**src/board_pkg.sv**
```systemverilog
package board_pkg;

    // command word layout
    localparam int word_w = 32;
    localparam int op_w = 4;

    // board io widths
    localparam int led_w = 16;
    localparam int seg_digits = 4;
    localparam int key_w = 4;

    // opcode lives in the top nibble, operand below it
    typedef enum logic [op_w-1:0] {
        // no effect, pc advances
        op_nop    = 4'h0,
        // led register takes operand[15:0]
        op_led    = 4'h1,
        // display value takes operand[15:0]
        op_seg    = 4'h2,
        // wait for a key press, led register takes the key index
        op_keyled = 4'h3,
        // pc takes the operand
        op_jump   = 4'h4,
        // stop and raise halted
        op_halt   = 4'h5
    } cmd_op_e;

endpackage
```
**src/keypad_decode.sv**
```systemverilog
`timescale 1ns/1ps

module keypad_decode #(
    parameter int DEBOUNCE = 200000
) (
    input  logic                           clk,
    input  logic                           rst_n,
    input  logic [2**board_pkg::key_w-1:0] kp,
    output logic                           key_valid,
    output logic [board_pkg::key_w-1:0]    key_idx
);

    localparam int nkeys = 2 ** board_pkg::key_w;
    localparam int cnt_w = $clog2(DEBOUNCE + 1);

    logic [nkeys-1:0] kp_meta, kp_sync, kp_last;
    logic [cnt_w-1:0] stable_cnt;
    logic             stable;
    logic             armed;

    // lowest pressed key wins
    function automatic logic [board_pkg::key_w-1:0] lowest_key(input logic [nkeys-1:0] keys);
        lowest_key = '0;
        for (int i = nkeys - 1; i >= 0; i--) begin
            if (keys[i]) begin
                lowest_key = board_pkg::key_w'(i);
            end
        end
    endfunction

    assign stable = (stable_cnt == cnt_w'(DEBOUNCE));

    always_ff @(posedge clk) begin
        if (!rst_n) begin
            kp_meta    <= '0;
            kp_sync    <= '0;
            kp_last    <= '0;
            stable_cnt <= '0;
            armed      <= 1'b1;
            key_valid  <= 1'b0;
            key_idx    <= '0;
        end else begin
            kp_meta   <= kp;
            kp_sync   <= kp_meta;
            kp_last   <= kp_sync;
            key_valid <= 1'b0;
            if (kp_sync != kp_last) begin
                stable_cnt <= '0;
            end else if (!stable) begin
                stable_cnt <= stable_cnt + 1'b1;
            end
            // release re-arms, first settled press fires once
            if (stable && kp_last == '0) begin
                armed <= 1'b1;
            end else if (stable && armed) begin
                armed     <= 1'b0;
                key_valid <= 1'b1;
                key_idx   <= lowest_key(kp_last);
            end
        end
    end

endmodule

```
**config.mk**
```make
export PLATFORM = sky130hd
export DESIGN_NAME = keypad_decode
export DESIGN_NICKNAME = d
export VERILOG_FILES = /design/src/board_pkg.sv /design/src/keypad_decode.sv
export SDC_FILE = /design/constraint.sdc
export NUM_CORES = 1
export LEC_CHECK = 0
export ABC_AREA = 1
export BUFFER_PORTS_ARGS = -buffer_cell sky130_fd_sc_hd__buf_2
export CAP_MARGIN = 20
export CELL_PAD_IN_SITES_DETAIL_PLACEMENT = 1
export CELL_PAD_IN_SITES_GLOBAL_PLACEMENT = 1
export CORE_ASPECT_RATIO = 2
export CORE_MARGIN = 2
export CORE_UTILIZATION = 34
export DETAILED_ROUTE_END_ITERATION = 7
export PLACE_DENSITY = 0.69
export SLEW_MARGIN = 0
export SYNTH_ARGS = -nofsm -noshare
export SYNTH_HDL_FRONTEND = slang
export SYNTH_SLANG_ARGS = --single-unit
```
**constraint.sdc**
```tcl
create_clock -name clk -period 2.3 [get_ports clk]
set_clock_uncertainty 0.2 [all_clocks]
set_input_delay 0.46 -clock clk [delete_from_list [all_inputs] [get_ports clk]]
set_output_delay 0.46 -clock clk [all_outputs]
set_load 0.1 [all_outputs]
```
# ---- After elaboration in Yosys (flattened, before gate mapping)
# Cells that the tools add are included.
dict set report classes {
  n_reduce_logical 6
  mux 17
  n_bitwise 2
  eq_ne 2
  addsub 1
}
# operator n
set op_table {}
lappend op_table {{$mux 4} 16}
lappend op_table {{$add 18x1->18 const B} 1}
lappend op_table {{$eq 18x18->1 const B} 1}
lappend op_table {{$logic_not 16->1} 1}
lappend op_table {{$ne 16x16->1} 1}
lappend op_table {{$reduce_or 2->1} 2}
lappend op_table {{$logic_and 1x1->1} 2}
lappend op_table {{$not 1->1} 2}
lappend op_table {{$reduce_and 2->1} 1}
lappend op_table {{$mux 1} 1}
dict set report word_totals {
  out_inout_bits 5
  regBits 72
  inputBits 18
}

# ---- Depth between registers and ports, before layout
# Gate-level depths: netlist (run 1).
dict set report logic_depth {
  ltp_word 16
  mapped_depth 17
}

# ---- Worst setup path after synthesis (run 1)
# OpenSTA, ideal clock, no wires.
dict set report synth_path {
  path_kind {in2reg}
  startpoint {input port rst_n}
  endpoint {register stable_cnt[12]}
  setup_time_ns 0.079
  t_required_ns 2.021
  arrival_ns 1.543
  path_stages 10
  path_slack_ns 0.478
  path_cell_list {buf_2 inv_2 a21oi_2 nand3_1 nor3_1 nand4_1 nor2_2 inv_2 buf_6 a211oi_2}
}
dict set report synth_between {
  elab_chain_cells 2
}
# element line
set synth_lines {}
lappend synth_lines {{from (decl)} keypad_decode.sv:7} ;# input logic rst_n,
lappend synth_lines {{$not 1->1 (no source line)} --}
lappend synth_lines {{$reduce_or 2->1 (no source line)} --}
lappend synth_lines {{to (signal assigned)} keypad_decode.sv:50} ;# stable_cnt <= stable_cnt + 1'b1;
lappend synth_lines {{to (decl)} keypad_decode.sv:17} ;# logic [cnt_w-1:0] stable_cnt;
# Every way passes these cells.
# A chain may end at the register's enable or synchronous reset.

# ---- Worst setup path after layout (run 1)
dict set report layout_path {
  startpoint {register stable_cnt[1]}
  endpoint {register stable_cnt[14]}
}
dict set report layout_between {
  elab_chain_cells 1
  word_cells_on_any_way 2
  cone_classes {add/sub: 1; eq/ne: 1}
}
# element line
set layout_lines {}
lappend layout_lines {{$add 18x1->18 / $eq 18x18->1 (equally long branches)} {keypad_decode.sv:50, keypad_decode.sv:31}}
# Several ways; a longest one is shown, not always the timed one.

==> load_flow_metrics.sql, run 1 <==
INSERT INTO impl_metrics (metric_group, metric, value, unit) VALUES
('synthesis', 'top_area_cells_in_the_synthesized_netlist', 'sky130_fd_sc_hd__dfxtp_1 49%, sky130_fd_sc_hd__nand2_1 12%, sky130_fd_sc_hd__inv_1 12%, sky130_fd_sc_hd__a21oi_1 2.9%, sky130_fd_sc_hd__nand3_1 2.2%', ''),
('critical_path', 'setup.worst_path.end_class', 'flip-flop', ''),
('clock_tree', 'clk_latency', '0.33', 'ns'),
('detailed_routing', 'drt_first_pass_iters', '4', ''),
('synthesis', 'seq_area_frac_synth', '49.4', '%'),
('finish', 'share_of_layout_cells_above_drive_strength_1', '15.1', '%'),
('placed_design', 'port-buffer-count', '22', ''),
('global_routing', 'grt_overflow_total', '0', ''),
('synthesis', 'synth.net_count', '405', ''),
('sta', 'part_of_the_cycle_the_worst_path_needs', '91.5', '%'),
('pwr', 'switchingPower', '0.605', 'mW'),
('clock_tree', 'cts_post_setup_buffers_inserted', '0', ''),
('synthesis', 'synth-seq-cells', '72', ''),
('finish', 'area_growth', '18.7', '%'),
('hold_path', 'hold-path-cell-count', '3', ''),
('sta', 'max_slew_margin', '67.8', '%'),
('critical_path', 'path_max_fanout', '4', ''),
('placed_design', 'dpl_cell_area', '3130', 'µm²'),
('pwr', 'power_density', '851', 'nW/µm²'),
('critical_path', 'timing.critical_path.max_delay_family', 'simple AND/OR/NAND/NOR gates', ''),
('die', 'fp.dieArea', '9390', 'µm²'),
('sta', 'setup_viol_count_final', '0', ''),
('clock_tree', 'postCtsHoldBufs', '0', ''),
('sta', 'hold_viol', '0', ''),
('critical_path', 'worst_r2r_path_depth', '9', ''),
('sta', 'least_margin_pin_slew', '0.487', 'ns'),
('detailed_routing', 'drt_wl_total', '6540', 'µm'),
('placed_design', 'place_hpwl', '5110', 'µm'),
('finish', 'layout.cell_area.non_filler', '3460', 'µm²'),
('clock_tree', 'cts_made_buffers', '9', ''),
('sta', 'finalWorstPathRequiredPeriod', '2.10', 'ns'),
('hold_path', 'hold_end', 'kp_meta[0]$_SDFF_PN0_', ''),
('synthesis', 'post_synth_instance_area', '2920', 'µm²'),
('detailed_routing', 'post-route-drc-count', '0', ''),
('synthesis', 'syn_inst', '385', ''),
('placed_design', 'place.detailed.instances', '500', ''),
('critical_path', 'cp_bufs_invs', '0', ''),
('clock_tree', 'tritoncts_clock_tree', 'built', ''),
('critical_path', 'regToRegSetupSlack', '0.20', 'ns'),
('die', 'dieHeight', '135', 'µm'),
('run', 'max-cap-violations', '0', ''),
('critical_path', 'path_common_cell', 'sky130_fd_sc_hd__nand2_1', ''),
('critical_path', 'crit_path_top_delay_cell', 'sky130_fd_sc_hd__dfxtp_1', ''),
('finish', 'stdcell_count', '516', ''),
('finish', 'antenna_cells', '0', ''),
('pwr', 'power.ir.vdd_worst', '0.489', 'mV'),
('global_routing', 'grtUsageTotal', '15.6', '%'),
('sta', 'rsz0062_at_grt', 'false', ''),
('die', 'ioPinCount', '23', ''),
('clock_tree', 'cts.clk_slew.worst_paths', '0.06', 'ns'),
('detailed_routing', 'avgRoutedWirePerCell', '12.7', 'µm'),
('critical_path', 'regToRegStartpoint', 'stable_cnt[1]$_SDFFE_PP0P_', ''),
('synthesis', 'ys_types', '38', ''),
('synthesis', 'total_number_of_yosys_warnings', '0', ''),
('pwr', 'p_sw_share', '20.5', '%'),
('die', 'initial_standard_cell_utilization_of_the_core', '35.2', '%'),
('synthesis', 'post-synth-top-area-cell', 'sky130_fd_sc_hd__dfxtp_1', ''),
('pwr', 'pwr-share-comb', '4.4', '%'),
('synthesis', 'synth_top_area_share', '49.4', '%'),
('clock_tree', 'clkSinkCount', '72', ''),
('die', 'rows', '47', ''),
('sta', 'timing.final.max_slew_violations', '0', ''),
('pwr', 'power.internal', '2.34', 'mW'),
('global_routing', 'vias_in_the_first_global_route', '2573', ''),
('critical_path', 'cp_data_required_time', '2.36', 'ns'),
('placed_design', 'gpl.final_weighted_congestion', '0.803', ''),
('hold_path', 'worstHoldStart', 'kp[0]', ''),
('pwr', 'power.sequential.fraction', '44.1', '%'),
('critical_path', 'worst-setup-path-type', 'flip-flop to flip-flop', ''),
('pwr', 'leakagePower', '1.80', 'nW'),
('run_status', 'outcome', 'complete, no violations', '');
==> Yosys cell counts <==
cell type and number:
sky130_fd_sc_hd__o21ai_0 9, sky130_fd_sc_hd__a211oi_1 1, sky130_fd_sc_hd__inv_1 91, sky130_fd_sc_hd__or2_2 3, sky130_fd_sc_hd__o21bai_1 1, sky130_fd_sc_hd__o211ai_1 1
sky130_fd_sc_hd__nor3_2 3, sky130_fd_sc_hd__a221oi_1 2, sky130_fd_sc_hd__nor3b_2 1, sky130_fd_sc_hd__nor4_4 1, sky130_fd_sc_hd__o2111ai_1 1, sky130_fd_sc_hd__clkbuf_1 5
sky130_fd_sc_hd__dfxtp_1 72, sky130_fd_sc_hd__ha_1 2, sky130_fd_sc_hd__a22oi_1 1, sky130_fd_sc_hd__xor2_1 2, sky130_fd_sc_hd__o22ai_1 3, sky130_fd_sc_hd__buf_2 1
sky130_fd_sc_hd__nand3b_1 1, sky130_fd_sc_hd__nor3_4 1, sky130_fd_sc_hd__nand3_2 2, sky130_fd_sc_hd__nor4_2 1, sky130_fd_sc_hd__xnor2_1 2, sky130_fd_sc_hd__nand2_1 97
sky130_fd_sc_hd__a21oi_1 17, sky130_fd_sc_hd__nand2_2 3, sky130_fd_sc_hd__nor4_1 6, sky130_fd_sc_hd__o21a_1 3, sky130_fd_sc_hd__buf_6 1, sky130_fd_sc_hd__a21oi_2 1
sky130_fd_sc_hd__a211oi_2 1, sky130_fd_sc_hd__nand3_1 13, sky130_fd_sc_hd__nand4_1 3, sky130_fd_sc_hd__nor3_1 10, sky130_fd_sc_hd__nor2_1 15, sky130_fd_sc_hd__or2_0 1
sky130_fd_sc_hd__nor2_2 4, sky130_fd_sc_hd__inv_2 3
==> cells by family after synthesis <==
kind of cell,synth area share [%]
adders and majority gates,0.857
AOI/OAI and AO/OA,8.53
buffers and inverters,13.3
DFF,49.4
xor gates and xnor gates,1.20
and+or+nand+nor,26.7
==> power groups by stage <==
stage          logic (mW)  registers [mW]  clock network, mW
2_1_floorplan      0.0940            1.32                  0
3_3_place_gp        0.129            1.32                  0
3_5_place_dp        0.134            1.33                  0
4_1_cts             0.135            1.30               1.56
5_1_grt             0.152            1.30               1.62
6_report            0.130            1.30               1.52
==> registers in the layout, indices dropped and copies added, names as in the netlist <==
register	flops
stable_cnt	18
key_idx	4
kp_sync	16
kp_last	16
armed	1
kp_meta	16
key_valid	1
==> per-layer routing <==
metal	up-vias	wire length (µm)	GRT usage, %
met3	18	157	4.40
met1	1135	2190	12.9
met5	-	0	0
li1	1227	-	-
met4	0	286	9.48
met2	32	3910	31.1
==> area by class of cell <==
cell class,instances,area (µm²)
Sequential cell,72,1440
Timing Repair Buffer,24,125
Multi-Input combinational cell,212,1090
Fill cell,1022,4830
Inverter,94,353
Clock buffer,12,256
Clock inverter,4,76.3
Tap cell,98,123
==> through the flow <==
stage,power (mW),setup slack [ns],hold slack [ns]
finish,2.95,0.195,0.113
global route,3.08,0.0675,0.110
CTS,2.99,0.153,0.107
detailed placement,1.46,0.162,0.200
global placement,1.45,0.183,0.192
floorplan,1.42,0.478,0.190
==> layout by cell type, fill, tap and decap left out, types with 2 or more instances in the layout <==
cell	count
sky130_fd_sc_hd__nor3_1	10
sky130_fd_sc_hd__or2_2	3
sky130_fd_sc_hd__nor3_2	3
sky130_fd_sc_hd__o22ai_1	3
sky130_fd_sc_hd__bufinv_16	2
sky130_fd_sc_hd__clkbuf_16	9
sky130_fd_sc_hd__xor2_1	2
sky130_fd_sc_hd__nand3_2	2
sky130_fd_sc_hd__clkbuf_8	2
sky130_fd_sc_hd__nand2_1	97
sky130_fd_sc_hd__buf_4	2
sky130_fd_sc_hd__nand2_2	3
sky130_fd_sc_hd__a221oi_1	2
sky130_fd_sc_hd__a21oi_1	17
sky130_fd_sc_hd__xnor2_1	2
sky130_fd_sc_hd__nor2_1	15
sky130_fd_sc_hd__inv_1	91
sky130_fd_sc_hd__nand3_1	13
sky130_fd_sc_hd__o21ai_0	9
sky130_fd_sc_hd__inv_2	3
sky130_fd_sc_hd__o21a_1	3
sky130_fd_sc_hd__nor2_2	4
sky130_fd_sc_hd__nor4_1	6
sky130_fd_sc_hd__buf_2	22
sky130_fd_sc_hd__ha_1	2
sky130_fd_sc_hd__dfxtp_1	72
sky130_fd_sc_hd__nand4_1	3
==> worst min-delay path, stage by stage <==
cell	delay [ns]
sky130_fd_sc_hd__buf_2	0.07
sky130_fd_sc_hd__nand2_1	0.04
sky130_fd_sc_hd__inv_1	0.04
==> how the worst max path moves through the flow <==
stage | slack, ns | cells after the start | to | from
global placement | 0.18 | 10 | stable_cnt[7]$_SDFFE_PP0P_ | rst_n
global route | 0.07 | 9 | stable_cnt[14]$_SDFFE_PP0P_ | stable_cnt[1]$_SDFFE_PP0P_
floorplan | 0.48 | 10 | stable_cnt[12]$_SDFFE_PP0P_ | rst_n
finish | 0.20 | 9 | stable_cnt[14]$_SDFFE_PP0P_ | stable_cnt[1]$_SDFFE_PP0P_
detailed placement | 0.16 | 10 | stable_cnt[7]$_SDFFE_PP0P_ | rst_n
CTS | 0.15 | 9 | stable_cnt[14]$_SDFFE_PP0P_ | stable_cnt[1]$_SDFFE_PP0P_
Power figures use the tool's default switching activity.
==> inputs of run 2 (changes only) <==
--- a/config.mk
+++ b/config.mk
@@ -5,7 +5,6 @@
 export SDC_FILE = /design/constraint.sdc
 export NUM_CORES = 1
 export LEC_CHECK = 0
-export ABC_AREA = 1
 export BUFFER_PORTS_ARGS = -buffer_cell sky130_fd_sc_hd__buf_2
 export CAP_MARGIN = 20
 export CELL_PAD_IN_SITES_DETAIL_PLACEMENT = 1
@@ -14,7 +13,7 @@
 export CORE_MARGIN = 2
 export CORE_UTILIZATION = 34
 export DETAILED_ROUTE_END_ITERATION = 7
-export PLACE_DENSITY = 0.69
+export PLACE_DENSITY = 0.65
 export SLEW_MARGIN = 0
 export SYNTH_ARGS = -nofsm -noshare
 export SYNTH_HDL_FRONTEND = slang
==> load_flow_metrics.sql, run 2 <==
INSERT INTO impl_metrics (metric_group, metric, value, unit) VALUES
('clock_tree', 'cts_made_buffers', '9', ''),
('critical_path', 'worst_path_largest_cell_delay', '0.47', 'ns'),
('critical_path', 'start_kind', 'flip-flop', ''),
('detailed_routing', 'post-route-drc-count', '0', ''),
('synthesis', 'synth_area_per_cell', '10.3', 'µm²'),
('global_routing', 'global_route.usage.met2', '30.7', '%'),
('clock_tree', 'tritoncts_clock_tree', 'built', ''),
('clock_tree', 'cts_htree_levels', '3', ''),
('critical_path', 'worst_r2r_path_depth', '4', ''),
('finish', 'largest-register', 'stable_cnt', ''),
('sta', 'setup_viol_count_final', '0', ''),
('pwr', 'power.ir.vdd_worst', '0.474', 'mV'),
('finish', 'finalNetCount', '328', ''),
('run_status', 'outcome', 'complete, no violations', ''),
('detailed_routing', 'vias', '2092', ''),
('detailed_routing', 'avgRoutedWirePerCell', '15.7', 'µm'),
('global_routing', 'grtUsageTotal', '15.4', '%'),
('sta', 'layout_setup_ws', '0.275', 'ns'),
('pwr', 'power.clock.fraction', '46.7', '%'),
('pwr', 'power.sequential.fraction', '48.1', '%'),
('die', 'fp.dieArea', '9250', 'µm²'),
('pwr', 'power.internal', '2.10', 'mW'),
('clock_tree', 'cts.clk_slew.worst_paths', '0.06', 'ns'),
('synthesis', 'synth_top_flop_cell', 'sky130_fd_sc_hd__dfxtp_1', ''),
('synthesis', 'synth_top_area_share', '50.1', '%'),
('critical_path', 'worst-setup-path-type', 'flip-flop to flip-flop', ''),
('detailed_routing', 'drt_first_pass_iters', '4', ''),
('sta', 'rsz0062_at_grt', 'false', ''),
('global_routing', 'grtUsageMet3', '3.91', '%'),
('critical_path', 'worst_ep_arrival_time', '2.06', 'ns'),
('die', 'dieHeight', '134', 'µm'),
('pwr', 'pwr-share-comb', '5.2', '%'),
('sta', 'whs', '0.131', 'ns'),
('finish', 'most-common-layout-cells', '72 x sky130_fd_sc_hd__dfxtp_1, 49 x sky130_fd_sc_hd__and2_1, 23 x sky130_fd_sc_hd__xor2_1, 22 x sky130_fd_sc_hd__buf_2, 14 x sky130_fd_sc_hd__nor3_1', ''),
('run', 'max-cap-violations', '0', ''),
('clock_tree', 'cts_post_setup_buffers_inserted', '0', ''),
('sta', 'achievable-frequency', '0.494', 'GHz'),
('finish', 'stdcell_count', '411', ''),
('sta', 'finalWorstPathRequiredPeriod', '2.03', 'ns'),
('synthesis', 'seq_area_frac_synth', '50.1', '%'),
('synthesis', 'synth-seq-cells', '72', ''),
('critical_path', 'cp_data_required_time', '2.34', 'ns'),
('sta', 'timing.final.max_slew_violations', '0', ''),
('global_routing', 'grt_overflow_total', '0', ''),
('placed_design', 'place.detailed.instances', '395', ''),
('critical_path', 'path_max_fanout', '7', ''),
('finish', 'area_growth', '17.4', '%'),
('critical_path', 'crit_path_top_delay_cell', 'sky130_fd_sc_hd__dfxtp_1', ''),
('pwr', 'switchingPower', '0.607', 'mW'),
('synthesis', 'total_number_of_yosys_warnings', '0', ''),
('clock_tree', 'post_cts_resized', '0', ''),
('finish', 'antenna_cells', '0', ''),
('synthesis', 'post-synth-top-area-cell', 'sky130_fd_sc_hd__dfxtp_1', ''),
('hold_path', 'hold_class', 'input pin to flip-flop', ''),
('critical_path', 'timing.critical_path.cells', 'and4_1, nand4_1, or3_1, a211oi_1', ''),
('critical_path', 'regToRegSetupSlack', '0.27', 'ns'),
('sta', 'part_of_the_cycle_the_worst_path_needs', '88.1', '%'),
('sta', 'max_slew_margin', '51.6', '%'),
('clock_tree', 'max-clock-path-buffers', '2', ''),
('synthesis', 'syn_inst', '280', ''),
('die', 'initial_standard_cell_utilization_of_the_core', '34.9', '%'),
('placed_design', 'port-buffer-count', '22', ''),
('placed_design', 'gpl.final_weighted_congestion', '0.779', ''),
('finish', 'num-fill-cells', '943', ''),
('synthesis', 'synth.net_count', '300', ''),
('placed_design', 'place_ws', '0.260', 'ns'),
('synthesis', 'async_reset_ff_share', '0', '%'),
('detailed_routing', 'post_drt_antenna_nets', '0', ''),
('global_routing', 'groute.layer.met1.usage', '13.9', '%'),
('pwr', 'leakagePower', '1.37', 'nW'),
('global_routing', 'most_crowded_layer_after_global_routing', 'met2', ''),
('global_routing', 'grt_pass1_wl', '10900', 'µm'),
('sta', 'fin_setup_tns', '0', 'ns'),
('clock_tree', 'postCtsHoldBufs', '0', ''),
('global_routing', 'vias_in_the_first_global_route', '2250', ''),
('detailed_routing', 'first_iter_violations', '44', ''),
('synthesis', 'synth.top_cells.by_count', '72 x sky130_fd_sc_hd__dfxtp_1, 49 x sky130_fd_sc_hd__and2_1, 23 x sky130_fd_sc_hd__xor2_1', ''),
('synthesis', 'cell_with_the_most_instances_after_synthesis', 'sky130_fd_sc_hd__dfxtp_1', ''),
('pwr', 'power_density', '802', 'nW/µm²'),
('synthesis', 'top_area_cells_in_the_synthesized_netlist', 'sky130_fd_sc_hd__dfxtp_1 50%, sky130_fd_sc_hd__and2_1 11%, sky130_fd_sc_hd__xor2_1 7.0%, sky130_fd_sc_hd__nor3_1 2.4%, sky130_fd_sc_hd__a211oi_1 2.1%', ''),
('detailed_routing', 'viasPerCell', '5.09', ''),
('finish', 'finalCoreUtilization', '41.0', '%'),
('hold_path', 'hold-path-cell-count', '2', ''),
('clock_tree', 'clock_tree_root', 'sky130_fd_sc_hd__clkbuf_16', ''),
('placed_design', 'place_hpwl', '4850', 'µm'),
('synthesis', 'post_synth_instance_area', '2880', 'µm²'),
('finish', 'share_of_layout_cells_above_drive_strength_1', '17.3', '%'),
('die', 'placeable_core_region', '8230', 'µm²'),
('synthesis', 'ys_types', '47', ''),
('sta', 'least_margin_pin_slew', '0.724', 'ns'),
('global_routing', 'antenna_found_initial', '0', ''),
('finish', 'largest_reg_flops', '18', ''),
('sta', 'hold_viol', '0', ''),
('synthesis', 'synth_enable_flop_cells', '0', ''),
('die', 'ioPinCount', '23', ''),
('finish', 'mostFrequentLayoutCell', 'sky130_fd_sc_hd__dfxtp_1', ''),
('pwr', 'p_sw_share', '22.4', '%'),
('detailed_routing', 'drt_wl_total', '6470', 'µm'),
('critical_path', 'setup.worst_path.end_class', 'flip-flop', ''),
('clock_tree', 'clk_latency', '0.33', 'ns'),
('die', 'chipWidth', '69.0', 'µm'),
('die', 'rows', '47', ''),
('clock_tree', 'clkSinkCount', '72', ''),
('global_routing', 'maximum_number_of_pins_on_one_net_before_global_route_repair', '36', '');
## run 2: cell count changes after synthesis, moves of 7 or more
cell,before,now
sky130_fd_sc_hd__a21oi_1,17,1
sky130_fd_sc_hd__inv_1,91,8
sky130_fd_sc_hd__a211oi_1,1,8
sky130_fd_sc_hd__nor2_1,15,7
sky130_fd_sc_hd__nand2_1,97,6
sky130_fd_sc_hd__and2_1,0,49
sky130_fd_sc_hd__xor2_1,2,23
sky130_fd_sc_hd__or3_1,0,7
## run 2: cell type report
cell class | count | area [µm²] | area share [%]
Clock buffer | 11 | 243 | 7.19
Inverter | 8 | 30.0 | 0.890
Tap cell | 98 | 123 | 3.63
Sequential cell | 72 | 1440 | 42.7
Multi-Input combinational cell | 190 | 1360 | 40.2
Clock inverter | 5 | 32.5 | 0.964
Timing Repair Buffer | 27 | 148 | 4.38
## run 2: logic make-up after synthesis
| family | Yosys count | share of synthesized area (%) |
|---|---|---|
| and+or+nand+nor | 129 | 29.3 |
| DFF | 72 | 50.1 |
| AOI/OAI and AO/OA | 33 | 9.10 |
| xor gates and xnor gates | 25 | 7.62 |
| buffers and inverters | 18 | 2.65 |
| adders and majority gates | 2 | 0.870 |
| muxes | 1 | 0.348 |
## run 2: power groups by stage
| stage | Combinational [mW] | Sequential, mW | Clock (mW) |
|---|---|---|---|
| floorplan | 0.0978 | 1.32 | 0 |
| finish | 0.139 | 1.30 | 1.27 |
| CTS | 0.143 | 1.30 | 1.30 |
| detailed placement | 0.142 | 1.33 | 0 |
| global route | 0.157 | 1.31 | 1.37 |
| global placement | 0.139 | 1.33 | 0 |
## run 2: path summary, 6_finish.rpt
kind                                   start                     endpoint
setup / recovery  stable_cnt[2]$_SDFFE_PP0P_  stable_cnt[12]$_SDFFE_PP0P_
hold / removal                         kp[2]        kp_meta[2]$_SDFF_PN0_
setup reg to reg  stable_cnt[2]$_SDFFE_PP0P_  stable_cnt[12]$_SDFFE_PP0P_
hold reg to reg        kp_meta[2]$_SDFF_PN0_        kp_sync[2]$_SDFF_PN0_
## run 2: per-stage QoR
| stage | area, µm² | total power [mW] |
|---|---|---|
| 2_1_floorplan | 2880 | 1.42 |
| 6_report | 3370 | 2.71 |
| 4_1_cts | 3370 | 2.75 |
| 5_1_grt | 3370 | 2.83 |
| 3_3_place_gp | 3100 | 1.47 |
| 3_5_place_dp | 3100 | 1.47 |
## run 2: per-layer routing
metal  up-vias  part of all wire [%]  wire length [µm]
met3        11                   2.9               189
met1      1015                    35              2250
met4         0                   2.2               142
li1       1036                     -                 -
met5         -                     0                 0
met2        30                    60              3890
## run 2: worst max-delay path: cells and delay by family (launching register included)
kind / cells / cell delay (ns)
and+or+nand+nor: 3 / 1.04
DFF: 1 / 0.47
AOI/OAI and AO/OA: 1 / 0.23
