## src/board_pkg.sv

```systemverilog
package board_pkg;

    // command word layout
    localparam int word_w = 32;
    localparam int op_w = 4;

    // board io widths
    localparam int led_w = 16;
    localparam int seg_digits = 4;
    localparam int key_w = 4;

    // opcode lives in the top nibble, operand below it
    typedef enum logic [op_w-1:0] {
        // no effect, pc advances
        op_nop    = 4'h0,
        // led register takes operand[15:0]
        op_led    = 4'h1,
        // display value takes operand[15:0]
        op_seg    = 4'h2,
        // wait for a key press, led register takes the key index
        op_keyled = 4'h3,
        // pc takes the operand
        op_jump   = 4'h4,
        // stop and raise halted
        op_halt   = 4'h5
    } cmd_op_e;

endpackage
```

## src/cmd_engine.sv

```systemverilog
`timescale 1ns/1ps

module cmd_engine #(
    parameter int RAM_AW = 10
) (
    input  logic                         clk,
    input  logic                         rst_n,
    input  logic                         start,
    input  logic [RAM_AW:0]              word_count,
    input  logic [board_pkg::word_w-1:0] rd_data,
    input  logic                         key_valid,
    input  logic [board_pkg::key_w-1:0]  key_idx,
    output logic [RAM_AW-1:0]            rd_addr,
    output logic [board_pkg::led_w-1:0]  led_out,
    output logic [4*board_pkg::seg_digits-1:0] seg_value,
    output logic                         halted
);

    localparam int depth = 2 ** RAM_AW;
    localparam int opnd_w = board_pkg::word_w - board_pkg::op_w;

    typedef enum logic [2:0] {idle, fetch, exec, wait_key, halt} state_e;

    state_e              state;
    logic [RAM_AW:0]     pc;
    board_pkg::cmd_op_e  opcode;
    logic [opnd_w-1:0]   operand;

    // one spare pc bit so running off the end is visible
    assign rd_addr = pc[RAM_AW-1:0];

    assign opcode  = board_pkg::cmd_op_e'(rd_data[board_pkg::word_w-1 -: board_pkg::op_w]);
    assign operand = rd_data[opnd_w-1:0];

    always_ff @(posedge clk) begin
        if (!rst_n) begin
            state     <= idle;
            pc        <= '0;
            led_out   <= '0;
            seg_value <= '0;
            halted    <= 1'b0;
        end else begin
            case (state)
                idle: begin
                    pc <= '0;
                    if (start) begin
                        state <= fetch;
                    end
                end
                // ram read is in flight this cycle
                fetch: begin
                    if (pc >= word_count) begin
                        state  <= halt;
                        halted <= 1'b1;
                    end else begin
                        state <= exec;
                    end
                end
                exec: begin
                    state <= fetch;
                    pc    <= pc + 1'b1;
                    case (opcode)
                        board_pkg::op_led: begin
                            led_out <= operand[board_pkg::led_w-1:0];
                        end
                        board_pkg::op_seg: begin
                            seg_value <= operand[4*board_pkg::seg_digits-1:0];
                        end
                        board_pkg::op_keyled: begin
                            state <= wait_key;
                            pc    <= pc;
                        end
                        board_pkg::op_jump: begin
                            pc <= operand[RAM_AW:0];
                        end
                        board_pkg::op_halt: begin
                            state  <= halt;
                            halted <= 1'b1;
                        end
                        // op_nop and unknown codes just advance
                        default: ;
                    endcase
                end
                wait_key: begin
                    if (key_valid) begin
                        led_out <= board_pkg::led_w'(key_idx);
                        pc      <= pc + 1'b1;
                        state   <= fetch;
                    end
                end
                halt: ;
                default: state <= idle;
            endcase
        end
    end

    a_halt_sticky: assert property (
        @(posedge clk) disable iff (!rst_n) halted |=> halted
    );

    // word_count from the loader must keep every executed address in memory
    a_addr_in_range: assert property (
        @(posedge clk) disable iff (!rst_n) (state == exec) |-> (pc < (RAM_AW + 1)'(depth))
    );

endmodule

```

## config.mk

```make
export PLATFORM = sky130hd
export DESIGN_NAME = cmd_engine
export DESIGN_NICKNAME = d
export VERILOG_FILES = /design/src/board_pkg.sv /design/src/cmd_engine.sv
export SDC_FILE = /design/constraint.sdc
export NUM_CORES = 1
export LEC_CHECK = 0
export BUFFER_PORTS_ARGS = -buffer_cell sky130_fd_sc_hd__buf_2
export CELL_PAD_IN_SITES_DETAIL_PLACEMENT = 1
export CELL_PAD_IN_SITES_GLOBAL_PLACEMENT = 1
export CORE_ASPECT_RATIO = 1.4
export CORE_MARGIN = 10
export CORE_UTILIZATION = 39
export CTS_BUF_LIST = sky130_fd_sc_hd__clkbuf_2 sky130_fd_sc_hd__clkbuf_4 sky130_fd_sc_hd__clkbuf_8
export DETAILED_ROUTE_END_ITERATION = 8
export GPL_TIMING_DRIVEN = 0
export PLACE_DENSITY_LB_ADDON = 0.1
export SLEW_MARGIN = 20
export SYNTH_ARGS = -nofsm -noshare
export SYNTH_HDL_FRONTEND = slang
export SYNTH_SLANG_ARGS = --single-unit
export TNS_END_PERCENT = 30
```

## constraint.sdc

```tcl
create_clock -name clk -period 4.4 [get_ports clk]
set_input_delay 1.1 -clock clk [delete_from_list [all_inputs] [get_ports clk]]
set_output_delay 1.1 -clock clk [all_outputs]
set_load 0.05 [all_outputs]
```

# After elaboration in Yosys (flattened, before gate mapping)
# Index checks and enable logic that the tools add are counted.
# word_totals
regBits,47
elab_cells,46
# classes
n_addsub,1
magnitude_cmp,1
n_eq_ne,15
n_mux,14
bitwise,1
n_reduce_logical,9
# ops
op,n
11-bit case mux with 3 select lines,1
16-bit 2-to-1 mux,2
16-bit case mux with 2 select lines,1
11-bit case mux with 2 select lines,1
3-bit case mux with 5 select lines,1
3-bit AND reduction,4
"11-bit by 1-bit adder with 11-bit output, second input constant",1
11-bit >= comparator,1
11-bit 2-to-1 mux,1
3-bit 2-to-1 mux,3
"4-bit by 2-bit equality test with 1-bit output, second input constant",2
"4-bit by 3-bit equality test with 1-bit output, second input constant",2
"2-bit != test, second input constant",4
"3-bit by 2-bit equality test with 1-bit output, second input constant",2
3-bit case mux with 2 select lines,1
"4-bit by 1-bit equality test with 1-bit output, second input constant",1
"2-bit by 1-bit != test with 1-bit output, second input constant",2
2-bit nonzero test,2
"3-bit by 1-bit equality test with 1-bit output, second input constant",1
"3-bit equality test, second input constant",1
3-bit logical NOT,1
3-bit nonzero test,1
1-bit 2-to-1 mux,2
1-bit case mux with 2 select lines,1
2 further kinds,2

# Depth between registers and ports, before layout
# Gate-level depths: netlist of run 1.
# logic_depth
ltp_word,3
depth_mapped,8
mapped_depth_nobuf,7

# Worst setup path after synthesis of run 1
# OpenSTA, ideal clock, no wires.
# synth_timing
path_kind,input -> register
from,input port rst_n
to,register pc[8]
setup_ns,0.070
arrival_ns,2.381
setup_slack_ns,1.949
path_stages,6
path_buffers,2
cell_sequence,buf_2 -> inv_1 -> or4_1 -> buf_2 -> o31ai_1 -> o2bb2ai_1
# synth_rtl
item,line_no,source
from (decl),cmd_engine.sv:7,"input logic rst_n,"
to (signal assigned),cmd_engine.sv:61,pc <= pc + 1'b1;
to (signal assigned),cmd_engine.sv:71,pc <= pc;
to (signal assigned),cmd_engine.sv:74,pc <= operand[RAM_AW:0];
to (decl),cmd_engine.sv:25,logic [RAM_AW:0] pc;

==> results by group, run 1 <==
Outcome
  – Outcome: completed

Clocking
  – Number of gates resized after cts: 0
  – Worst-skew pair later-pin latency: 0.30 ns
  – Root Buffer: clkbuf_8
  – CTS max path bufs: 2
  – Post-CTS Setup Bufs: 0
  – CTS tree: built
  – H-tree levels: 2
  – Clk slew on worst S/H paths: 0.09 ns
  – Cts bufs inserted: 5
  – Clk sinks: 47
  – Hold-fix buffers, CTS: 0

Worst setup path
  – Critical path buffers and inverters: 3
  – Reg2reg setup slack: 2.40 ns
  – Setup crit end kind: register
  – Arr. time, crit path: 2.64 ns
  – Critical path's slowest cell: or4_1
  – CP startpoint: rst_n
  – Crit start category: primary input
  – Critical Path Max Stage Delay: 0.55 ns
  – Worst path depth: 6
  – Critical path destination: pc[8]
  – R2R Path Start: state[1]
  – Worst Path Max Fanout: 10
  – Worst path cell trace: buf_2 -> inv_1 -> or4_1 -> buf_2 -> o31ai_1 -> o2bb2ai_1
  – Critical path's most frequent cell: buf_2
  – WS Path Type: in -> reg
  – Crit path required time: 4.65 ns
  – Reg2Reg Depth: 8
  – Crit Reg-Reg Endpoint: seg_value[14]
  – CP top delay family: buffers and inverters

Final layout
  – Final Instance Area: 3063 um2
  – Post-layout util: 49.66%
  – Layout cells sized above 1: 29.44%
  – # diodes: 0
  – Final Non-Filler Cells: 449
  – Most frequent cells in the layout: buf_2, dfxtp_1, nor2_1, nand2_1, mux2i_1
  – Synth-to-layout area growth: 24.52%
  – Commonest non-fill, non-tap cell in the layout: buf_2
  – Final nets: 439

Placed design
  – Dpl hpwl: 6349 um
  – Placement Cell Area: 2950 um2
  – Input/output buffers: 80
  – Placed Cells: 441
  – Setup WS pre-CTS: 1.642 ns
  – GPL Wtd Cong: 0.8437

STA
  – Min Clock Period, post-route: 2.399 ns
  – RSZ-0062 raised after global routing: no
  – Slew Limit Fails: 0
  – Final setup viols: 0
  – Period Utilization, post-route: 54.52%
  – Max Clk Rate: 0.4168 GHz
  – Clk_skew: 0.006307 ns
  – Final WS setup: 2.001 ns
  – Setup_tns: 0 ns
  – Rel. slew slack: 54.94%
  – Worst-margin pin slew: 0.6759 ns
  – Final Hold Viols: 0

Synth
  – Seq/Total Area, Yosys: 38.25%
  – Mapped Cells: 289
  – Top cells by area, synth: dfxtp_1, mux2i_1, nor2_1, ha_1, a22oi_1
  – Post-synth top flop: dfxtp_1
  – Post-synth top area share: 38.25%
  – Synth cell types: 51
  – Synth Register Bits: 47
  – Ys Warns: 0
  – Leading area contributor after synthesis: dfxtp_1
  – Post-synth EDFFs: 0
  – Mean Syn Cell Area: 8.512 um2
  – Mapped cell area: 2460 um2
  – Syn nets: 352
  – Ys async rst share: 0%

Hold path
  – Worst min path class: reg -> reg

GRT
  – Initial antenna violation count: 0
  – Vias in the first global route: 2638
  – GRT busiest layer: met2
  – GR Util All Layers: 15.80%
  – First-pass GRT wire length: 12820 um
  – Largest net degree at the start of global routing: 16
  – M3 GR Usage: 4.779%
  – GR Layer Usage met1: 16.46%
  – Total gr overflow: 0
  – Global Route met2 Usage: 29.40%

Route
  – Initial DRC count: 85
  – DRC viols: 0
  – Routed wire length: 7827 um
  – Via Count: 2444
  – DR pass1 iterations: 4
  – Vias per cell: 5.443
  – Routed Antenna Nets: 0
  – DR WL/cell: 17.43 um

Job
  – MaxCap Viol Count: 0

Pwr
  – Switch Pwr: 0.0002851 W
  – Pwr Density: 312.3 nW/um2
  – Internal Power: 0.0006714 W
  – Clock Power Share: 34.0%
  – Flop pwr share: 47.0%
  – Switching Share: 29.80%
  – Maximum vdd drop: 206.6 uV
  – Logic pwr share: 19.0%
  – P_leak: 1.407 nW

Die
  – Top Ports: 94
  – Die height: 114.0 um
  – Full die area: 9929 um2
  – Die X: 87.12 um
  – Row cnt: 34
  – Initial core utilization: 39.88%
  – Core area: 6168 um2
==> final cells by class <==
| type | count | area (um2) |
|---|---|---|
| buffer | 26 | 147.6 |
| multi-input combinational | 202 | 1319 |
| timing repair buffer | 80 | 400.4 |
| sequential | 47 | 940.9 |
| clock buffer | 5 | 68.82 |
| tap | 72 | 90.09 |
| fill | 796 | 3105 |
| inverter | 14 | 52.55 |
| clock inverter | 3 | 43.79 |
==> per-stage QoR <==
stage | power [W] | hold slack, ns
after floorplan | 0.0005792 | 0.4681
after global placement | 0.0006406 | 0.4489
after detailed placement | 0.0006440 | 0.4531
after CTS | 0.0009675 | 0.4756
after global routing | 0.001002 | 0.4920
final | 0.0009564 | 0.4705
==> state kept, by name, summed over array words and instances (netlist names) <==
register and flops:
halted 1, led_out 16, state 3, seg_value 16, pc 11
==> synthesized netlist by cell type (all sizes together), types with 3 or more instances <==
cell type  count
and2           4
nand2b         3
o21ai          7
buf           18
ha            12
a311oi         4
nand2         22
o31ai          5
nand3         10
nor2          45
inv           14
nor3           6
nand4          3
clkbuf         8
a21oi         11
a22oi         12
a221oi         5
mux2i         17
dfxtp         47
==> power by group through the flow <==
stage | clock network, W | registers [W] | logic (W)
after floorplan | 0 | 0.000468 | 0.000111
after global placement | 0 | 0.000460 | 0.000181
after detailed placement | 0 | 0.000460 | 0.000184
after CTS | 0.000333 | 0.000450 | 0.000184
after global routing | 0.000348 | 0.000452 | 0.000202
final | 0.000325 | 0.000450 | 0.000182
==> kinds of logic (layout without fill, tap and decap cells) <==
logic type,after synthesis,count (layout),share of synthesized area [%]
compound gates,63,63,19.07
xor+xnor,1,1,0.3561
fa+ha+maj,12,12,6.104
buf+inv,40,128,8.138
flops,47,47,38.25
mux,17,17,6.917
simple gates,109,109,21.16
==> routing by layer <==
layer / up-vias / part of all wire (%)
met1: 1179 / 39
li1: 1204 / -
met3: 8 / 5.7
met2: 53 / 54
met4: 0 / 1.1
met5: - / 0
==> worst register-to-register path, stage by stage (launching register included) <==
cell	delay (ns)
dfxtp_1	0.31
buf_2	0.18
nor2b_1	0.23
nand3b_1	0.13
nor3b_1	0.20
buf_2	0.26
buf_4	0.27
mux2i_1	0.22
nor2_1	0.06
==> worst min path at each step <==
| stage | start | end | slack [ns] | cells after the start |
|---|---|---|---|---|
| 2_1_floorplan | pc[10] | pc[10] | 0.47 | 1 |
| 3_3_place_gp | halted | halted | 0.45 | 1 |
| 3_5_place_dp | halted | halted | 0.45 | 1 |
| 4_1_cts | halted | halted | 0.48 | 1 |
| 5_1_grt | halted | halted | 0.49 | 1 |
| 6_report | halted | halted | 0.47 | 1 |
No activity file was read; power rests on OpenSTA's default activity.
==> run 2: changes to the inputs <==
--- a/config.mk
+++ b/config.mk
@@ -10,7 +10,7 @@
 export CELL_PAD_IN_SITES_GLOBAL_PLACEMENT = 1
 export CORE_ASPECT_RATIO = 1.4
 export CORE_MARGIN = 10
-export CORE_UTILIZATION = 39
+export CORE_UTILIZATION = 33
 export CTS_BUF_LIST = sky130_fd_sc_hd__clkbuf_2 sky130_fd_sc_hd__clkbuf_4 sky130_fd_sc_hd__clkbuf_8
 export DETAILED_ROUTE_END_ITERATION = 8
 export GPL_TIMING_DRIVEN = 0
==> constraint.sdc (replaced) <==
create_clock -name clk -period 2.1 [get_ports clk]
set_input_delay 0.525 -clock clk [delete_from_list [all_inputs] [get_ports clk]]
set_output_delay 0.525 -clock clk [all_outputs]
set_load 0.05 [all_outputs]
==> run 2 against run 1 <==
  * Routed wire length is 2.6% higher
  * Flip-flop and latch count unchanged
  * Sequential power up 110%
  * Utilization fell by 7.3 points
  * Non-clock buffer count did not move
  * Total power up 110%
  * Register-to-register slack worse by 2.2 ns
  * Setup slack got worse by 1.8 ns
  * Clock-buffer cell count stayed put
  * Design area is 1.3% higher
  * Cell count increased by 5.3%
  * Critical endpoint is now seg_value[13]
  * Largest cell class unchanged
  * Highest routed layer unchanged
==> results by group, run 2 (same netlist as run 1, synthesis figures left out) <==
GRT
  – First-pass GRT wire length: 12990 um (was 12820 um)
  – Largest net degree at the start of global routing: 15 (was 16)
  – GR Util All Layers: 14.21% (was 15.80%)
  – Vias in the first global route: 2614 (was 2638)
  – Initial antenna violation count: 0 (unchanged)
  – Total gr overflow: 0 (unchanged)

STA
  – Worst-margin pin slew: 0.7362 ns (was 0.6759 ns)
  – Min Clock Period, post-route: 1.882 ns
  – Clk_skew: 0.006519 ns (was 0.006307 ns)
  – Setup_tns: 0 ns (unchanged)
  – Final WS setup: 0.2179 ns (was 2.001 ns)
  – Final setup viols: 0 (unchanged)
  – Final Hold Viols: 0 (unchanged)
  – Slew Limit Fails: 0 (unchanged)
  – Max Clk Rate: 0.5313 GHz
  – Period Utilization, post-route: 89.63%
  – Rel. slew slack: 50.92% (was 54.94%)

Worst setup path
  – Critical path's most frequent cell: buf_4 (was buf_2)
  – Worst Path Max Fanout: 10 (unchanged)
  – Critical path buffers and inverters: 3 (unchanged)
  – Reg2Reg Depth: 8 (unchanged)
  – WS Path Type: reg -> reg (was in -> reg)
  – Setup crit end kind: register (unchanged)
  – Crit start category: register (was primary input)
  – Worst path depth: 8 (was 6)
  – Critical path's slowest cell: dfxtp_1 (was or4_1)
  – Arr. time, crit path: 2.07 ns (was 2.64 ns)
  – Crit Reg-Reg Endpoint: seg_value[13] (was seg_value[14])
  – R2R Path Start: state[1] (unchanged)
  – Crit path required time: 2.29 ns (was 4.65 ns)
  – Critical Path Max Stage Delay: 0.31 ns (was 0.55 ns)
  – CP top delay family: buffers and inverters (unchanged)
  – Worst path cell trace: buf_2 -> nor2b_1 -> nand3b_1 -> nor3b_1 -> buf_4 -> buf_4 -> mux2i_1 -> nor2_1 (was buf_2 -> inv_1 -> or4_1 -> buf_2 -> o31ai_1 -> o2bb2ai_1)
  – Reg2reg setup slack: 0.22 ns (was 2.40 ns)

Clocking
  – Post-CTS Setup Bufs: 0 (unchanged)
  – Root Buffer: clkbuf_8 (unchanged)
  – CTS max path bufs: 2 (unchanged)
  – Hold-fix buffers, CTS: 0 (unchanged)
  – Clk slew on worst S/H paths: 0.09 ns (about the same)
  – Cts bufs inserted: 5 (unchanged)
  – Worst-skew pair later-pin latency: 0.31 ns (was 0.30 ns)
  – Clk sinks: 47 (unchanged)
  – CTS tree: built (unchanged)
  – Number of gates resized after cts: 0 (unchanged)
  – H-tree levels: 2 (unchanged)

Final layout
  – Layout cells sized above 1: 30.05% (was 29.44%)
  – Final nets: 439 (unchanged)
  – Most frequent cells in the layout: buf_2, dfxtp_1, nor2_1, nand2_1, mux2i_1 (unchanged)
  – Top Registers: led_out: 16 flops, seg_value: 16 flops, pc: 11 flops (unchanged)
  – Synth-to-layout area growth: 26.09% (was 24.52%)
  – Commonest non-fill, non-tap cell in the layout: buf_2 (unchanged)
  – Filler cell count: 934 (was 796)
  – # diodes: 0 (unchanged)

Die
  – Die X: 92.97 um (was 87.12 um)
  – Row cnt: 37 (was 34)
  – Die height: 122.2 um (was 114.0 um)
  – Core area: 7315 um2 (was 6168 um2)
  – Initial core utilization: 33.63% (was 39.88%)
  – Full die area: 11360 um2 (was 9929 um2)
  – Top Ports: 94 (unchanged)

Pwr
  – Pwr Density: 644.6 nW/um2 (was 312.3 nW/um2)
  – Maximum vdd drop: 501.4 uV (was 206.6 uV)
  – P_leak: 1.406 nW (was 1.407 nW)

Route
  – Vias per cell: 5.101 (was 5.443)
  – DRC viols: 0 (unchanged)
  – Routed Antenna Nets: 0 (unchanged)
  – Initial DRC count: 79 (was 85)
  – Routed wire length: 8027 um (was 7827 um)
  – DR WL/cell: 16.97 um (was 17.43 um)
  – Via Count: 2413 (was 2444)
  – DR pass1 iterations: 4 (unchanged)

Placed design
  – Setup WS pre-CTS: -0.06154 ns (was 1.642 ns)
  – GPL Wtd Cong: 0.7956 (was 0.8437)
  – Dpl hpwl: 6388 um (was 6349 um)
  – Input/output buffers: 80 (unchanged)

Job
  – MaxCap Viol Count: 0 (unchanged)

Hold path
  – Worst Hold Depth: 3 (was 1)
  – Worst min path class: in -> reg (was reg -> reg)
  – Hold Crit Start: rd_data[14] (was halted)
  – Endpoint, Worst Hold: seg_value[14] (was halted)

Outcome
  – Outcome: completed (unchanged)
run 2: cell count changes in the layout (fill, tap and decap cells not counted), sizes merged:
cell      previous run  this run
clkinv               2         0
clkinvlp             0         1
run 2: power by group:
| group | switching (W) | total (W) | internal (W) |
|---|---|---|---|
| sequential | 0.0000286 | 0.000943 | 0.000914 |
| combinational | 0.000246 | 0.000387 | 0.000141 |
| clock | 0.000321 | 0.000669 | 0.000348 |
| total | 0.000596 | 0.00200 | 0.00140 |
run 2: worst max path at each step:
stage / endpoint / slack, ns / from
2_1_floorplan: pc[8] / 0.22 / rst_n
3_3_place_gp: pc[8] / -0.07 / rst_n
3_5_place_dp: pc[8] / -0.06 / rst_n
4_1_cts: led_out[6] / 0.09 / state[1]
5_1_grt: seg_value[9] / -0.03 / state[1]
6_report: seg_value[13] / 0.22 / state[1]
run 2: metal layers:
layer	GRT usage, %	share of wire, %	up-vias
li1	-	-	1202
met1	14.89	41	1148
met2	25.53	51	56
met3	5.169	7.1	7
met4	4.836	1.3	0
met5	0	0	-
run 2: area by class of cell:
cell class,instances,area [um2],area share (%)
multi-input cells,202,1328,42.80
inverters,14,52.55,1.694
repair buffers,80,400.4,12.91
plain buffers,26,152.6,4.921
clock inverters,2,37.54,1.210
well taps,97,121.4,3.913
clock buffers,5,68.82,2.219
flip-flops and latches,47,940.9,30.33
run 2: worst reg2reg max path: stages (launching register included):
cell and delay (ns):
dfxtp_1 0.31, buf_2 0.17, nor2b_1 0.22, nand3b_1 0.12
nor3b_1 0.21, buf_4 0.21, buf_4 0.24, mux2i_1 0.21
nor2_1 0.05
run 2: stage by stage:
stage	total power, W	area [um2]	instances	util [%]	hold slack, ns
6_report	0.001999	3102	473	42.41	0.4663
5_1_grt	0.002109	3102	473	42.41	0.4684
4_1_cts	0.002035	3088	473	42.22	0.4527
3_5_place_dp	0.001352	2982	466	40.76	0.4626
3_3_place_gp	0.001349	2982	466	40.76	0.4501
2_1_floorplan	0.001213	2460	289	-	0.4681
==> run 3: changes to the inputs <==
--- a/config.mk
+++ b/config.mk
@@ -8,7 +8,7 @@
 export BUFFER_PORTS_ARGS = -buffer_cell sky130_fd_sc_hd__buf_2
 export CELL_PAD_IN_SITES_DETAIL_PLACEMENT = 1
 export CELL_PAD_IN_SITES_GLOBAL_PLACEMENT = 1
-export CORE_ASPECT_RATIO = 1.4
+export CORE_ASPECT_RATIO = 0.6
 export CORE_MARGIN = 10
 export CORE_UTILIZATION = 33
 export CTS_BUF_LIST = sky130_fd_sc_hd__clkbuf_2 sky130_fd_sc_hd__clkbuf_4 sky130_fd_sc_hd__clkbuf_8
==> run 3 against run 2 <==
  * Combinational power grew 3%
  * Global-route usage grew 0.94 points
  * Highest routed layer unchanged
  * Clock-buffer cell count is the same
  * Critical path type unchanged
  * First-iteration DRC count grew 82%
  * Design area grew 0.20%
==> results by group, run 3 (same netlist as run 1, synthesis figures left out) <==
GRT
  – Initial antenna violation count: 0 (unchanged)
  – First-pass GRT wire length: 14050 um (was 12990 um)
  – Vias in the first global route: 2629 (was 2614)
  – GR Util All Layers: 15.15% (was 14.21%)
  – Largest net degree at the start of global routing: 16 (was 15)
  – Total gr overflow: 0 (unchanged)

Worst setup path
  – WS Path Type: reg -> reg (unchanged)
  – Crit path required time: 2.32 ns (was 2.29 ns)
  – Reg2Reg Depth: 7 (was 8)
  – Crit start category: register (unchanged)
  – R2R Path Start: pc[0] (was state[1])
  – Worst Path Max Fanout: 5 (was 10)
  – Arr. time, crit path: 2.15 ns (was 2.07 ns)
  – Reg2reg setup slack: 0.16 ns (was 0.22 ns)
  – Setup crit end kind: register (unchanged)
  – Crit Reg-Reg Endpoint: halted (was seg_value[13])

Hold path
  – Endpoint, Worst Hold: seg_value[14] (unchanged)
  – Worst min path class: in -> reg (unchanged)
  – Worst Hold Depth: 3 (unchanged)
  – Hold Crit Start: rd_data[14] (unchanged)

Placed design
  – Dpl hpwl: 6836 um (was 6388 um)
  – Placement Cell Area: 2990 um2 (was 2982 um2)
  – Input/output buffers: 80 (unchanged)
  – GPL Wtd Cong: 0.8156 (was 0.7956)
  – Setup WS pre-CTS: -0.1080 ns (was -0.06154 ns)

Outcome
  – Outcome: completed (unchanged)

Clocking
  – CTS max path bufs: 2 (unchanged)
  – Hold-fix buffers, CTS: 0 (unchanged)
  – Clk slew on worst S/H paths: 0.09 ns (about the same)
  – Worst-skew pair later-pin latency: 0.31 ns (about the same)
  – Cts bufs inserted: 5 (unchanged)
  – Post-CTS Setup Bufs: 0 (unchanged)
  – Clk sinks: 47 (unchanged)
  – H-tree levels: 2 (unchanged)
  – Number of gates resized after cts: 0 (unchanged)
  – CTS tree: built (unchanged)
  – Root Buffer: clkbuf_8 (unchanged)

Final layout
  – Final nets: 438 (was 439)
  – Multi-input logic area: 1326 um2 (was 1328 um2)
  – Most frequent cells in the layout: buf_2, dfxtp_1, nor2_1, nand2_1, mux2i_1 (unchanged)
  – Filler cell count: 917 (was 934)
  – Top Registers: led_out: 16 flops, seg_value: 16 flops, pc: 11 flops (unchanged)
  – # diodes: 0 (unchanged)
  – Synth-to-layout area growth: 26.35% (was 26.09%)
  – Layout cells sized above 1: 30.05% (unchanged)
  – Final Instance Area: 3108 um2 (was 3102 um2)
  – Commonest non-fill, non-tap cell in the layout: buf_2 (unchanged)
  – Register area: 940.9 um2 (unchanged)

Pwr
  – Maximum vdd drop: 291.4 uV (was 501.4 uV)
  – Pwr Density: 656.0 nW/um2 (was 644.6 nW/um2)
  – P_leak: 1.409 nW (was 1.406 nW)
  – Final Power: 0.002039 W (was 0.001999 W)

STA
  – Period Utilization, post-route: 92.32% (was 89.63%)
  – Slew Limit Fails: 0 (unchanged)
  – Worst-margin pin slew: 0.8333 ns (was 0.7362 ns)
  – Rel. slew slack: 44.45% (was 50.92%)
  – Final hold slack: 0.4683 ns (was 0.4663 ns)
  – Final setup viols: 0 (unchanged)
  – Clk_skew: 0.002861 ns (was 0.006519 ns)
  – Final WS setup: 0.1612 ns (was 0.2179 ns)
  – Min Clock Period, post-route: 1.939 ns (was 1.882 ns)
  – Max Clk Rate: 0.5158 GHz (was 0.5313 GHz)
  – Setup_tns: 0 ns (unchanged)
  – RSZ-0062 raised after global routing: no
  – Final Hold Viols: 0 (unchanged)

Route
  – DRC viols: 0 (unchanged)
  – DR WL/cell: 17.72 um (was 16.97 um)
  – Vias per cell: 5.031 (was 5.101)
  – Routed Antenna Nets: 0 (unchanged)
  – Initial DRC count: 144 (was 79)
  – DR pass1 iterations: 4 (unchanged)
  – Via Count: 2415 (was 2413)
  – Routed wire length: 8507 um (was 8027 um)

Die
  – Core area: 7267 um2 (was 7315 um2)
  – Top Ports: 94 (unchanged)
  – Row cnt: 24 (was 37)
  – Initial core utilization: 33.85% (was 33.63%)
  – Die height: 86.88 um (was 122.2 um)
  – Die X: 131.5 um (was 92.97 um)
  – Full die area: 11420 um2 (was 11360 um2)

Job
  – MaxCap Viol Count: 0 (unchanged)
run 3: changes by cell type in the layout (fill, tap and decap cells not counted), sizes merged:
cell      delta
clkinv       +2
buf          -1
clkinvlp     -1
run 3: worst max-delay path by stage:
| stage | from | to | slack, ns | cells after the start |
|---|---|---|---|---|
| after floorplan | rst_n | pc[8] | 0.22 | 6 |
| after global placement | rst_n | pc[8] | -0.07 | 6 |
| after detailed placement | rd_data[30] | pc[2] | -0.11 | 5 |
| after CTS | state[1] | seg_value[6] | 0.03 | 8 |
| after global routing | state[1] | seg_value[6] | 0.03 | 7 |
| final | pc[0] | halted | 0.16 | 7 |
run 3: per-stage QoR:
stage	std cells	util, %
2_1_floorplan	289	-
3_3_place_gp	473	41.15
3_5_place_dp	473	41.15
4_1_cts	481	42.70
5_1_grt	480	42.77
6_report	480	42.77
run 3: critical path: stages (launching register included):
cell and delay (ns):
dfxtp_1 0.40, inv_1 0.11, ha_1 0.27, nand2b_1 0.14, a21o_1 0.18, a21oi_1 0.28
o311ai_2 0.21, a32o_1 0.25
run 3: cell type report:
class                      instances  area share [%]
buffer                            25           4.670
multi-input combinational        202           42.67
timing repair buffer              80           12.88
inverter                          14           1.691
tap                              104           4.187
sequential                        47           30.27
clock buffer                       5           2.214
clock inverter                     3           1.409
run 3: report_power, final:
| group | total (W) | internal (W) | switching (W) |
|---|---|---|---|
| clock | 0.000697 | 0.000355 | 0.000342 |
| sequential | 0.000944 | 0.000914 | 0.0000298 |
| combinational | 0.000397 | 0.000141 | 0.000256 |
| total | 0.00204 | 0.00141 | 0.000628 |
run 3: layer usage:
layer | GRT usage [%] | vias up | routed length (um)
met1 | 20.53 | 1147 | 4294
met3 | 4.263 | 8 | 590
met2 | 23.17 | 58 | 3539
met5 | 0 | - | 0
met4 | 3.920 | 0 | 82
li1 | - | 1202 | -
